==> config.mk <==
export PLATFORM = sky130hd
export DESIGN_NAME = rvDecodeTop
export DESIGN_NICKNAME = d
export VERILOG_FILES = /design/src/logic/rvDecodePkg.sv /design/src/logic/instrIntake.sv /design/src/logic/immSrcDec.sv /design/src/logic/immExtend.sv /design/src/logic/aluDec.sv /design/src/logic/decodeEmit.sv /design/src/logic/rvDecodeTop.sv
export SDC_FILE = /design/constraint.sdc
export NUM_CORES = 1
export LEC_CHECK = 0
export BUFFER_PORTS_ARGS = -buffer_cell sky130_fd_sc_hd__buf_2
export CORE_MARGIN = 2
export CORE_UTILIZATION = 52
export DETAILED_ROUTE_END_ITERATION = 6
export GPL_ROUTABILITY_DRIVEN = 1
export PLACE_DENSITY = 0.79
export SLEW_MARGIN = 20
export SYNTH_ARGS = -nofsm -noshare
export SYNTH_HDL_FRONTEND = slang
export SYNTH_SLANG_ARGS = --single-unit
export TNS_END_PERCENT = 100
==> constraint.sdc <==
create_clock -name clk -period 3.63 [get_ports clk]
set_input_delay 0.726 -clock clk [delete_from_list [all_inputs] [get_ports clk]]
set_output_delay 0.726 -clock clk [all_outputs]
set_load 0.005 [all_outputs]
==> src/logic/rvDecodePkg.sv <==
// shared types for the rv32i decode slice
// holds the instruction field types, the immediate format and alu enums,
// the opcode constants and the decoded record that leaves the emitter
// every rtl file pulls this in with a wildcard import in its header
package rvDecodePkg;

    // raw instruction word as it arrives on the slave port
    typedef logic [31:0] instrT;

    // opcode field, instr[6:0]
    typedef logic [6:0] opcodeT;

    // funct3 field, instr[14:12]
    typedef logic [2:0] funct3T;

    // register index for rd, rs1, rs2
    typedef logic [4:0] regIdxT;

    // immediate after sign extension
    typedef logic [31:0] immT;

    // immediate format
    // codes 0..4 match the older control encoding, 7 marks no immediate
    typedef enum logic [2:0] {
        immI    = 3'd0,
        immS    = 3'd1,
        immB    = 3'd2,
        immJ    = 3'd3,
        immU    = 3'd4,
        immNone = 3'd7
    } immSrcT;

    // alu operation requested by the decoded word
    typedef enum logic [3:0] {
        aluAdd,
        aluSub,
        aluAnd,
        aluOr,
        aluXor,
        aluSlt,
        aluSltu,
        aluSll,
        aluSrl,
        aluSra
    } aluOpT;

    // rv32i base opcodes
    localparam opcodeT opLui    = 7'b0110111;
    localparam opcodeT opAuipc  = 7'b0010111;
    localparam opcodeT opJal    = 7'b1101111;
    localparam opcodeT opJalr   = 7'b1100111;
    localparam opcodeT opLoad   = 7'b0000011;
    localparam opcodeT opStore  = 7'b0100011;
    localparam opcodeT opBranch = 7'b1100011;
    // addi, slti, sltiu, xori, ori, andi, slli, srli, srai
    localparam opcodeT opImm    = 7'b0010011;
    // r-type register/register ops
    localparam opcodeT opReg    = 7'b0110011;

    // decoded record, msb first
    typedef struct packed {
        immT    imm;
        immSrcT immSrc;
        aluOpT  aluOp;
        // second alu operand comes from imm when set
        logic   aluSrc;
        regIdxT rd;
        regIdxT rs1;
        regIdxT rs2;
        // opcode not in the rv32i base list
        logic   illegal;
    } decodedInstrT;

endpackage

==> src/logic/instrIntake.sv <==
// wishbone classic write-only slave for instruction words
// one-entry buffer; a write is acked one cycle after the request when
// the buffer is free, and the word is stored on that same edge
// the decode side sees instr/instrValid and frees the entry with instrTake
// reads are acked and dropped
`timescale 1ns/1ps

module instrIntake import rvDecodePkg::*; (
    input  logic  clk,
    input  logic  rstN,
    input  logic  wbCyc,
    input  logic  wbStb,
    input  logic  wbWe,
    input  instrT wbDat,
    output logic  wbAck,
    output instrT instr,
    output logic  instrValid,
    input  logic  instrTake
);

    // buffer holds a word not yet taken
    logic full;
    // entry is free now or gets freed on this edge
    logic freeNow;
    // request to ack on the next edge
    logic accept;

    // take has priority so a new word can land while the old one leaves
    assign freeNow = ~full | instrTake;

    // no ack in the ack cycle itself, keeps ack to one cycle per transfer
    // reads need no room in the buffer
    assign accept = wbCyc & wbStb & ~wbAck & (~wbWe | freeNow);

    always_ff @(posedge clk)
    begin
        if (!rstN)
        begin
            wbAck <= 1'b0;
            full  <= 1'b0;
        end
        else
        begin
            wbAck <= accept;
            if (accept && wbWe)
                full <= 1'b1;
            else if (instrTake)
                full <= 1'b0;
        end
    end

    // word register
    always_ff @(posedge clk)
    begin
        if (accept && wbWe)
            instr <= wbDat;
    end

    assign instrValid = full;

endmodule

==> src/logic/immSrcDec.sv <==
// immediate format decoder
// maps the opcode to the immediate format used by immExtend
// r-type has no immediate but is legal; anything outside the base
// opcode list gives immNone with illegal raised
`timescale 1ns/1ps

module immSrcDec import rvDecodePkg::*; (
    input  opcodeT opcode,
    output immSrcT immSrc,
    output logic   illegal
);

    always_comb
    begin
        illegal = 1'b0;
        case (opcode)
            // upper immediates
            opLui,
            opAuipc:
                immSrc = immU;
            // jump, 21-bit offset
            opJal:
                immSrc = immJ;
            // jalr, loads, alu immediates share the 12-bit i form
            opJalr,
            opLoad,
            opImm:
                immSrc = immI;
            // conditional branches
            opBranch:
                immSrc = immB;
            // sb, sh, sw
            opStore:
                immSrc = immS;
            // register ops, nothing to extend
            opReg:
                immSrc = immNone;
            default:
            begin
                immSrc  = immNone;
                illegal = 1'b1;
            end
        endcase
    end

endmodule

==> src/logic/immExtend.sv <==
// immediate generator
// gathers the scattered immediate bits of the selected format and
// sign-extends them from instr[31]
// u places bits 31:12 over zero low bits, immNone yields zero
`timescale 1ns/1ps

module immExtend import rvDecodePkg::*; (
    input  instrT  instr,
    input  immSrcT immSrc,
    output immT    imm
);

    // sign bit is always instr[31] in rv32i
    logic sign;

    assign sign = instr[31];

    always_comb
    begin
        case (immSrc)
            // imm[11:0] = instr[31:20]
            immI:
                imm = {{20{sign}}, instr[31:20]};
            // imm[11:5] = instr[31:25], imm[4:0] = instr[11:7]
            immS:
                imm = {{20{sign}}, instr[31:25], instr[11:7]};
            // branch offset, bit 0 always zero
            immB:
                imm = {{19{sign}}, instr[31], instr[7], instr[30:25],
                       instr[11:8], 1'b0};
            // jal offset, bit 0 always zero
            immJ:
                imm = {{11{sign}}, instr[31], instr[19:12], instr[20],
                       instr[30:21], 1'b0};
            // upper 20 bits
            immU:
                imm = {instr[31:12], 12'b0};
            default:
                imm = '0;
        endcase
    end

endmodule

==> src/logic/aluDec.sv <==
// alu operation decoder
// memory, jump and upper-immediate ops use add for address or link math,
// branches compare by subtract, op and op-imm pick by funct3
// funct7 bit 5 selects sub for op only and sra for both
// aluSrc is set wherever the second operand is the immediate
`timescale 1ns/1ps

module aluDec import rvDecodePkg::*; (
    input  instrT instr,
    output aluOpT aluOp,
    output logic  aluSrc
);

    opcodeT opcode;
    funct3T funct3;
    // instr[30], funct7 bit 5
    logic   funct7b5;
    // alu op chosen by funct3 for op and op-imm
    aluOpT  arithOp;

    assign opcode   = instr[6:0];
    assign funct3   = instr[14:12];
    assign funct7b5 = instr[30];

    always_comb
    begin
        case (funct3)
            // addi has no subtract form
            3'b000:  arithOp = (funct7b5 && opcode == opReg) ? aluSub : aluAdd;
            3'b001:  arithOp = aluSll;
            3'b010:  arithOp = aluSlt;
            3'b011:  arithOp = aluSltu;
            3'b100:  arithOp = aluXor;
            // srl/srli vs sra/srai
            3'b101:  arithOp = funct7b5 ? aluSra : aluSrl;
            3'b110:  arithOp = aluOr;
            default: arithOp = aluAnd;
        endcase
    end

    always_comb
    begin
        case (opcode)
            opLoad, opStore, opJal, opJalr, opLui, opAuipc:
            begin
                aluOp  = aluAdd;
                aluSrc = 1'b1;
            end
            // rs1 - rs2 for the compare
            opBranch:
            begin
                aluOp  = aluSub;
                aluSrc = 1'b0;
            end
            opImm:
            begin
                aluOp  = arithOp;
                aluSrc = 1'b1;
            end
            opReg:
            begin
                aluOp  = arithOp;
                aluSrc = 1'b0;
            end
            // illegal word, harmless defaults
            default:
            begin
                aluOp  = aluAdd;
                aluSrc = 1'b0;
            end
        endcase
    end

endmodule

==> src/logic/decodeEmit.sv <==
// decoded record emitter
// takes the buffered word from instrIntake while idle, registers the
// decoded record and sends it as a wishbone classic master write
// cyc/stb rise the edge after the take and drop the edge after outAck
// register indices are zeroed for illegal words
`timescale 1ns/1ps

module decodeEmit import rvDecodePkg::*; (
    input  logic         clk,
    input  logic         rstN,
    input  instrT        instr,
    input  logic         instrValid,
    output logic         instrTake,
    input  immT          imm,
    input  immSrcT       immSrc,
    input  logic         illegal,
    input  aluOpT        aluOp,
    input  logic         aluSrc,
    output logic         outCyc,
    output logic         outStb,
    output logic         outWe,
    output decodedInstrT outDat,
    input  logic         outAck
);

    typedef enum logic {
        emitIdle,
        emitBusy
    } emitStateT;

    emitStateT    state;
    // record built from the decoders this cycle
    decodedInstrT record;

    // only one transfer pending at a time
    assign instrTake = instrValid && (state == emitIdle);

    always_comb
    begin
        record.imm     = imm;
        record.immSrc  = immSrc;
        record.aluOp   = aluOp;
        record.aluSrc  = aluSrc;
        record.illegal = illegal;
        // register fields sit at fixed positions in every format
        record.rd      = illegal ? '0 : instr[11:7];
        record.rs1     = illegal ? '0 : instr[19:15];
        record.rs2     = illegal ? '0 : instr[24:20];
    end

    always_ff @(posedge clk)
    begin
        if (!rstN)
            state <= emitIdle;
        else if (state == emitIdle && instrTake)
            state <= emitBusy;
        else if (state == emitBusy && outAck)
            state <= emitIdle;
    end

    // payload held stable for the whole transfer
    always_ff @(posedge clk)
    begin
        if (instrTake)
            outDat <= record;
    end

    assign outCyc = (state == emitBusy);
    assign outStb = (state == emitBusy);
    // write-only master
    assign outWe  = 1'b1;

endmodule

==> src/logic/rvDecodeTop.sv <==
// top of the rv32i decode slice
// words enter on the wishbone slave port, get decoded combinationally
// and leave as decodedInstrT records on the wishbone master port
// up to two items in flight, one in intake and one in the emitter
`timescale 1ns/1ps

module rvDecodeTop import rvDecodePkg::*; (
    input  logic         clk,
    input  logic         rstN,
    // slave port
    input  logic         wbCyc,
    input  logic         wbStb,
    input  logic         wbWe,
    input  instrT        wbDat,
    output logic         wbAck,
    // master port
    output logic         outCyc,
    output logic         outStb,
    output logic         outWe,
    output decodedInstrT outDat,
    input  logic         outAck
);

    instrT  instr;
    logic   instrValid;
    logic   instrTake;
    immSrcT immSrc;
    logic   illegal;
    immT    imm;
    aluOpT  aluOp;
    logic   aluSrc;

    instrIntake u_instrIntake (
        .clk        (clk),
        .rstN       (rstN),
        .wbCyc      (wbCyc),
        .wbStb      (wbStb),
        .wbWe       (wbWe),
        .wbDat      (wbDat),
        .wbAck      (wbAck),
        .instr      (instr),
        .instrValid (instrValid),
        .instrTake  (instrTake)
    );

    // opcode is instr[6:0]
    immSrcDec u_immSrcDec (
        .opcode  (instr[6:0]),
        .immSrc  (immSrc),
        .illegal (illegal)
    );

    immExtend u_immExtend (
        .instr  (instr),
        .immSrc (immSrc),
        .imm    (imm)
    );

    aluDec u_aluDec (
        .instr  (instr),
        .aluOp  (aluOp),
        .aluSrc (aluSrc)
    );

    decodeEmit u_decodeEmit (
        .clk        (clk),
        .rstN       (rstN),
        .instr      (instr),
        .instrValid (instrValid),
        .instrTake  (instrTake),
        .imm        (imm),
        .immSrc     (immSrc),
        .illegal    (illegal),
        .aluOp      (aluOp),
        .aluSrc     (aluSrc),
        .outCyc     (outCyc),
        .outStb     (outStb),
        .outWe      (outWe),
        .outDat     (outDat),
        .outAck     (outAck)
    );

endmodule

==> metrics, run 1 <==
TritonCTS clock tree yes; IO Pins 98; Worst EP required 3.70 ns; Mapped Cells 251; critical path buffer and inverter count 0; PortBufs 96; 1st-pass router iterations 5; Peak Freq 488.9 MHz; DIE WIDTH 88.67 um; Clock Skew 0.01030 ns; period utilisation layout 56.34%; worst-path cell chain and3b_2 > a21oi_2 > a21oi_1; fin crit period 2.045 ns; DR WL/cell 15.35 um; Peak VDD IR 0.2383 mV; worst-path fanout max 16; post-synth cell types 50; Clock Sinks 91; synth warn 0; Post-synth ARST share 0%; Post-CTS Hold Fix Bufs 0; CP startpoint kind register; diode count 0; main flop type after synthesis edfxtp_1; count leader, synth edfxtp_1; largest net degree at the start of global routing 33; WL final 6817 um; Crit path max-delay family compound AO/OA/AOI/OAI gates; post-placement cell area 4239 um2; post-CTS setup buffer count 0; crit-path max cell delay 0.63 ns; setup TNS 0 ns; placed cells 428; DRT iter0 DRCs 89; CTS Buffer Depth 2; full die area 7861 um2; dpl hpwl 4644 um; clock slew at reported path FFs 0.09 ns; gp weighted congestion 0.8060; DR vias 2,351; #FFs+latches synth 91; fillers 531; WHS 0.5447 ns; Multi-input gate area 917.1 um2; area of all placed cells without fillers 4441 um2; CTS buffer count 9; RSZ-0062 raised after global routing false; cts repair resizes 0; Total Nets Final 381; max-slew violation count 0; # H-tree levels 3; pwr/cell area 436.7 nW/um2; number of global-route vias before repair 2,108; initial antenna violation count 0; max_slew headroom 32.57%; final setup vio count 0; worst skew pair latency 0.35 ns; largest cells by area after synthesis edfxtp_1 (71%), a21oi_1 (2.8%), nand2_1 (2.6%); Leakage 1.689 nW; Mapped Avg Cell Area 14.85 um2; clock tree root driver cell clkbuf_8; Finished Core Util 64.64%; total track usage 17.67%; Final Hold Fails 0; Hold Path Class primary input to register; Mapped Area 3727 um2; final cell count without fillers 444; Register Area 2703 um2; remaining global-route overflow 0; most frequent cells after synthesis edfxtp_1 (88), nand2_1 (26), a21oi_1 (21), nand3_1 (14), o21ai_0 (11); Rows 30; status complete, no violations; Yosys top cell by area edfxtp_1; WS Path Type register to register; Final ANT Viol Nets 0; top-area cell type share of the netlist area 70.90%; residual DRC count 0; Net Count, Synth 289; Via density 5.295; Post-synth EDFFs 88; die span in y 88.67 um; CP Capture Type register; slew of the pin with the lowest slew margin 1.009 ns; Syn-to-layout area delta 19.13%; Worst path slowest cell edfxtp_1; Starting Density 54.26%; first-pass GRT wire length 10,190 um; Arr. time, crit path 2.12 ns; Max Cap Viol 0; Core Box Area 6869 um2; post-synthesis sequential area ratio 72.51%; layout cells sized above 1 36.49%
==> sequential cells by signal, indices dropped and copies added, names as in the netlist <==
signal                    cells
u_instrIntake.instrValid      1
u_instrIntake.instr          32
u_decodeEmit.outDat          56
u_decodeEmit.outCyc           1
u_instrIntake.wbAck           1
==> per-stage QoR <==
stage | worst slack (ns) | total power, mW
global route | 1.455 | 2.007
CTS | 1.597 | 1.952
finish | 1.585 | 1.939
detailed placement | 1.322 | 1.285
floorplan | 0.2776 | 1.246
global placement | 1.426 | 1.283
==> layout by cell type, fill, tap and decap left out, types with 2 or more instances in the layout <==
| cell | netlist | routed |
|---|---|---|
| clkbuf_8 | 0 | 9 |
| and3_1 | 2 | 2 |
| nor2b_1 | 9 | 8 |
| nor2_1 | 3 | 3 |
| edfxtp_1 | 88 | 88 |
| and3b_2 | 2 | 2 |
| buf_2 | 5 | 96 |
| dfxtp_1 | 3 | 3 |
| a211oi_1 | 2 | 2 |
| inv_1 | 3 | 3 |
| and3b_1 | 2 | 2 |
| o21a_1 | 2 | 2 |
| o21ai_1 | 4 | 4 |
| nor3_1 | 2 | 2 |
| clkinvlp_4 | 0 | 2 |
| o21ai_0 | 11 | 11 |
| a21oi_1 | 21 | 20 |
| a22o_1 | 4 | 4 |
| nand3_1 | 14 | 14 |
| a21o_1 | 9 | 9 |
| nand2_1 | 26 | 26 |
==> per-layer routing <==
layer / share of wire, % / GRT usage [%] / vias to the layer above / routed length, um
met5: 0 / 0 / - / 0
met4: 1.2 / 7.025 / 0 / 82
met2: 48 / 26.87 / 99 / 3245
met1: 45 / 24.17 / 1112 / 3075
li1: - / - / 1132 / -
met3: 6.1 / 5.131 / 8 / 414
==> final timing paths <==
check | start | end | slack, ns | depth (start not counted)
max | u_instrIntake.instr[6] | u_decodeEmit.outDat[13] | 1.58 | 3
min reg2reg | u_instrIntake.instr[16] | u_decodeEmit.outDat[40] | 0.55 | 1
min | wbDat[15] | u_instrIntake.instr[15] | 0.54 | 1
max reg2reg | u_instrIntake.instr[6] | u_decodeEmit.outDat[13] | 1.58 | 3
==> report_power, final <==
part,switching [mW],internal (mW)
registers,0.0165,1.17
clock network,0.352,0.327
logic,0.0415,0.0334
==> worst register-to-register path, stage by stage, from the launching register on <==
cell and delay [ns]:
edfxtp_1 0.63, and3b_2 0.38, a21oi_2 0.59, a21oi_1 0.17
==> logic make-up (layout without fill, tap and decap cells) <==
family | Yosys count | count (layout) | synth area share, %
AND/OR/NAND/NOR | 71 | 71 | 10.98
multiplexers | 2 | 2 | 0.6377
flip-flops | 91 | 91 | 72.51
other | 1 | 1 | 0.1006
AO/OA/AOI/OAI | 66 | 66 | 12.15
buffers and inverters | 19 | 116 | 3.390
XOR/XNOR | 1 | 1 | 0.2350
==> cell type report <==
cell class	instances	area share (%)
Sequential cell	91	60.86
Multi-Input combinational cell	141	20.65
Timing Repair Buffer	97	10.99
Clock buffer	10	2.874
Tap cell	96	2.705
Clock inverter	6	1.662
Inverter	3	0.2536
Power figures use the tool's default switching activity.
==> run 2, diff against run 1 <==
==> constraint.sdc (replaced) <==
create_clock -name clk -period 1.9 [get_ports clk]
set_input_delay 0.38 -clock clk [delete_from_list [all_inputs] [get_ports clk]]
set_output_delay 0.38 -clock clk [all_outputs]
set_load 0.005 [all_outputs]
==> metrics, run 2 (synthesized netlist as in run 1, its figures left out) <==
first-pass GRT wire length 11,090 um; full die area 7861 um2; Worst Hold Path EP u_instrIntake.instr[28]; Hold Path Origin wbDat[28]; commonest non-fill, non-tap cell in the layout buf_2; max-slew violation count 0; TritonCTS clock tree yes; Via density 5.348; Finished Core Util 66.78%; placed cells 438; Rows 30; CP Capture Type register; residual DRC count 0; Post-CTS Hold Fix Bufs 0; DIE WIDTH 88.67 um; most frequent cells in the layout buf_2 (96), edfxtp_1 (88), nand2_1 (26); remaining global-route overflow 0; DRT iter0 DRCs 219; Max Cap Viol 0; initial antenna violation count 0; total track usage 19.08%; DR WL/cell 15.75 um; Clock Sinks 91; RR Startpoint u_instrIntake.instr[4]; final cell count without fillers 454; final setup vio count 0; Leakage 1.768 nW; layout cells sized above 1 38.55%; Clock Skew 0.007984 ns; Total Nets Final 391; number of flip-flops in the largest register 56; Peak VDD IR 0.4578 mV; max_slew headroom 65.05%; status complete, no violations; fillers 517; Final ANT Viol Nets 0; Power Total 3.973 mW; Starting Density 54.26%; cells on worst reg2reg path 3; CP startpoint kind register; Arr. time, crit path 1.82 ns; CTS buffer count 9; Syn-to-layout area delta 23.06%; DR vias 2,428; diode count 0; RR Endpoint u_decodeEmit.outDat[44]; clock tree root driver cell clkbuf_8; slew of the pin with the lowest slew margin 0.5243 ns; # H-tree levels 3; WS Path Type register to register; WL final 7150 um; largest net degree at the start of global routing 57; RSZ-0062 raised after global routing false; die span in y 88.67 um; cts repair resizes 0; period utilisation layout 91.55%; fin crit period 1.740 ns; top flop regs u_decodeEmit.outDat: 56 flops, u_instrIntake.instr: 32 flops; setup TNS 0 ns; PortBufs 96; pwr/cell area 866.3 nW/um2; post-CTS setup buffer count 0; IO Pins 98; worst-path fanout max 18; gp weighted congestion 0.8526; CTS Buffer Depth 2; Hold Path Class primary input to register; Peak Freq 574.9 MHz; Register-to-Register Setup Slack 0.16 ns; Core Box Area 6869 um2; number of global-route vias before repair 2,247; worst skew pair latency 0.35 ns; clock slew at reported path FFs 0.09 ns; largest reg by FF count u_decodeEmit.outDat; Worst EP required 1.98 ns; 1st-pass router iterations 4; Worst Hold Depth 1; dpl hpwl 4829 um; Final Hold Fails 0
## run 2: changes by cell type in the layout (fill, tap and decap cells not counted), sizes merged
| cell | delta |
|---|---|
| clkbuf | -1 |
| buf | +10 |
| inv | -1 |
| clkinv | +1 |
| clkinvlp | -1 |
| bufinv | +2 |
## run 2: power breakdown
part	switching, mW	internal [mW]	leakage [nW]
clock	0.671	0.882	0.120
sequential	0.0279	2.23	0.836
combinational	0.0856	0.0741	0.812
## run 2: metrics by stage
stage          area (um2)  worst slack [ns]  hold WS, ns
2_1_floorplan        3746            0.1641       0.4789
3_3_place_gp         4339            0.2669       0.5219
3_5_place_dp         4339            0.1674       0.5420
4_1_cts              4587            0.1578       0.1823
5_1_grt              4587           0.05039       0.1790
6_report             4587            0.1605       0.1998
## run 2: critical path: stages (launching register included)
cell      delay [ns]
edfxtp_1        0.57
and3b_2         0.30
a32oi_4         0.45
o21ai_0         0.16
## run 2: area by class of cell
cell class	count	area, um2	share of cell area (%)
flip-flops and latches	91	2703	58.92
repair buffers	107	588.1	12.82
clock buffers	9	123.9	2.700
clock inverters	7	123.9	2.700
multi-input cells	141	917.1	19.99
inverters	3	11.26	0.2455
well taps	96	120.1	2.619
## run 2: worst max path at each step
stage / startpoint / end / slack [ns] / cells past startpoint
after floorplan: u_instrIntake.instrValid / u_decodeEmit.outDat[0] / 0.16 / 1
after global placement: u_instrIntake.instr[5] / u_decodeEmit.outDat[35] / 0.27 / 4
after detailed placement: u_instrIntake.instr[4] / u_decodeEmit.outDat[44] / 0.17 / 3
after CTS: u_instrIntake.instr[4] / u_decodeEmit.outDat[44] / 0.16 / 3
after global routing: u_instrIntake.instr[4] / u_decodeEmit.outDat[48] / 0.05 / 3
final: u_instrIntake.instr[4] / u_decodeEmit.outDat[44] / 0.16 / 3
## run 2: layer usage
layer | global-route usage (%) | wire (um) | vias up
li1 | - | - | 1155
met1 | 26.02 | 3030 | 1146
met2 | 29.72 | 3490 | 121
met3 | 4.478 | 573 | 6
met4 | 7.851 | 55 | 0
met5 | 0 | 0 | -
==> run 3, diff against run 2 <==
==> constraint.sdc (replaced) <==
create_clock -name clk -period 1.9 [get_ports clk]
set_input_delay 0.285 -clock clk [delete_from_list [all_inputs] [get_ports clk]]
set_output_delay 0.285 -clock clk [all_outputs]
set_load 0.005 [all_outputs]
==> metrics, run 3 (synthesized netlist as in run 1, its figures left out) <==
largest reg by FF count u_decodeEmit.outDat; final setup vio count 0; max-slew violation count 0; 1st-pass router iterations 4; worst skew pair latency 0.36 ns; Peak Freq 575.3 MHz; PortBufs 96; Starting Density 54.26%; number of global-route vias before repair 2,345; total track usage 19.27%; Final Hold Fails 0; IO Pins 98; post-CTS setup buffer count 0; Core Box Area 6869 um2; DR WL/cell 16.25 um; diode count 0; clock tree root driver cell clkbuf_8; layout cells sized above 1 38.27%; first-pass GRT wire length 11,120 um; Worst EP required 1.99 ns; Final ANT Viol Nets 0; top flop regs u_decodeEmit.outDat: 56 flops, u_instrIntake.instr: 32 flops; Worst path slowest cell edfxtp_1; Post-CTS Hold Fix Bufs 0; fin crit period 1.738 ns; WS Path Type register to register; # H-tree levels 3; Power Total 3.864 mW; DRT iter0 DRCs 153; Rows 30; number of flip-flops in the largest register 56; TritonCTS clock tree yes; CP startpoint kind register; setup TNS 0 ns; clock slew at reported path FFs 0.10 ns; slew of the pin with the lowest slew margin 0.6485 ns; Syn-to-layout area delta 22.09%; Via density 5.425; period utilisation layout 91.49%; Register Area 2703 um2; crit-path max cell delay 0.56 ns; Hold Path Class primary input to register; DIE WIDTH 88.67 um; DR vias 2,463; Total Nets Final 391; worst-path cell chain and3b_2 > a32oi_4 > o21ai_0; WL final 7376 um; Peak VDD IR 0.5468 mV; most frequent cells in the layout buf_2 (96), edfxtp_1 (88), nand2_1 (26); CTS Buffer Depth 2; worst-path fanout max 18; residual DRC count 0; CTS buffer count 9; gp weighted congestion 0.8606; Clock Skew 0.01007 ns; max_slew headroom 56.63%; Multi-input gate area 917.1 um2; commonest non-fill, non-tap cell in the layout buf_2; cts repair resizes 0; full die area 7861 um2; CP Capture Type register; die span in y 88.67 um; Clock Sinks 91; status complete, no violations; fillers 515; remaining global-route overflow 0; largest net degree at the start of global routing 47; initial antenna violation count 0; pwr/cell area 849.1 nW/um2; Leakage 1.755 nW; Finished Core Util 66.25%; Max Cap Viol 0; Arr. time, crit path 1.82 ns; dpl hpwl 5223 um; RSZ-0062 raised after global routing false
run 3: changes by cell type in the layout (fill, tap and decap cells not counted), sizes merged:
cell,previous run,this run
bufinv,3,2
inv,4,5
run 3: path summary, 6_finish.rpt:
check / startpoint / end / slack [ns] / cells after the start
setup / recovery: u_instrIntake.instr[4] / u_decodeEmit.outDat[50] / 0.16 / 3
hold / removal: wbDat[22] / u_instrIntake.instr[22] / 0.09 / 1
setup reg to reg: u_instrIntake.instr[4] / u_decodeEmit.outDat[50] / 0.16 / 3
hold reg to reg: u_instrIntake.instrValid / u_instrIntake.wbAck / 0.55 / 1
run 3: area by class of cell:
| type | count | area share [%] |
|---|---|---|
| flip-flops and latches | 91 | 59.39 |
| inverters | 3 | 0.2475 |
| clock buffers | 9 | 2.722 |
| multi-input cells | 141 | 20.15 |
| well taps | 96 | 2.640 |
| clock inverters | 7 | 2.200 |
| repair buffers | 107 | 12.65 |
run 3: through the flow:
stage | worst slack, ns | cell area [um2] | std cells | hold WS, ns
final | 0.1617 | 4551 | 454 | 0.09463
after floorplan | 0.01359 | 3739 | 251 | 0.3839
after detailed placement | 0.1863 | 4327 | 438 | 0.4631
after global placement | 0.2788 | 4327 | 438 | 0.4622
after global routing | 0.03705 | 4551 | 454 | 0.08048
after CTS | 0.1715 | 4551 | 454 | 0.08636
run 3: power by group:
part | total, mW | internal (mW) | switching [mW]
Sequential | 2.26 | 2.23 | 0.0288
Clock | 1.44 | 0.752 | 0.692
Combinational | 0.158 | 0.0728 | 0.0855
run 3: worst max-delay path: cells and delay by family (launching register included):
family             cells  cell delay [ns]
and+or+nand+nor        1             0.31
AOI/OAI and AO/OA      2             0.60
DFF                    1             0.56
run 3: per-layer routing:
metal	vias to the layer above	share of wire [%]	global-route usage (%)
met5	-	0	0
met1	1186	40	24.37
met2	108	50	31.89
met4	0	1.7	7.025
met3	13	7.5	5.410
li1	1156	-	-
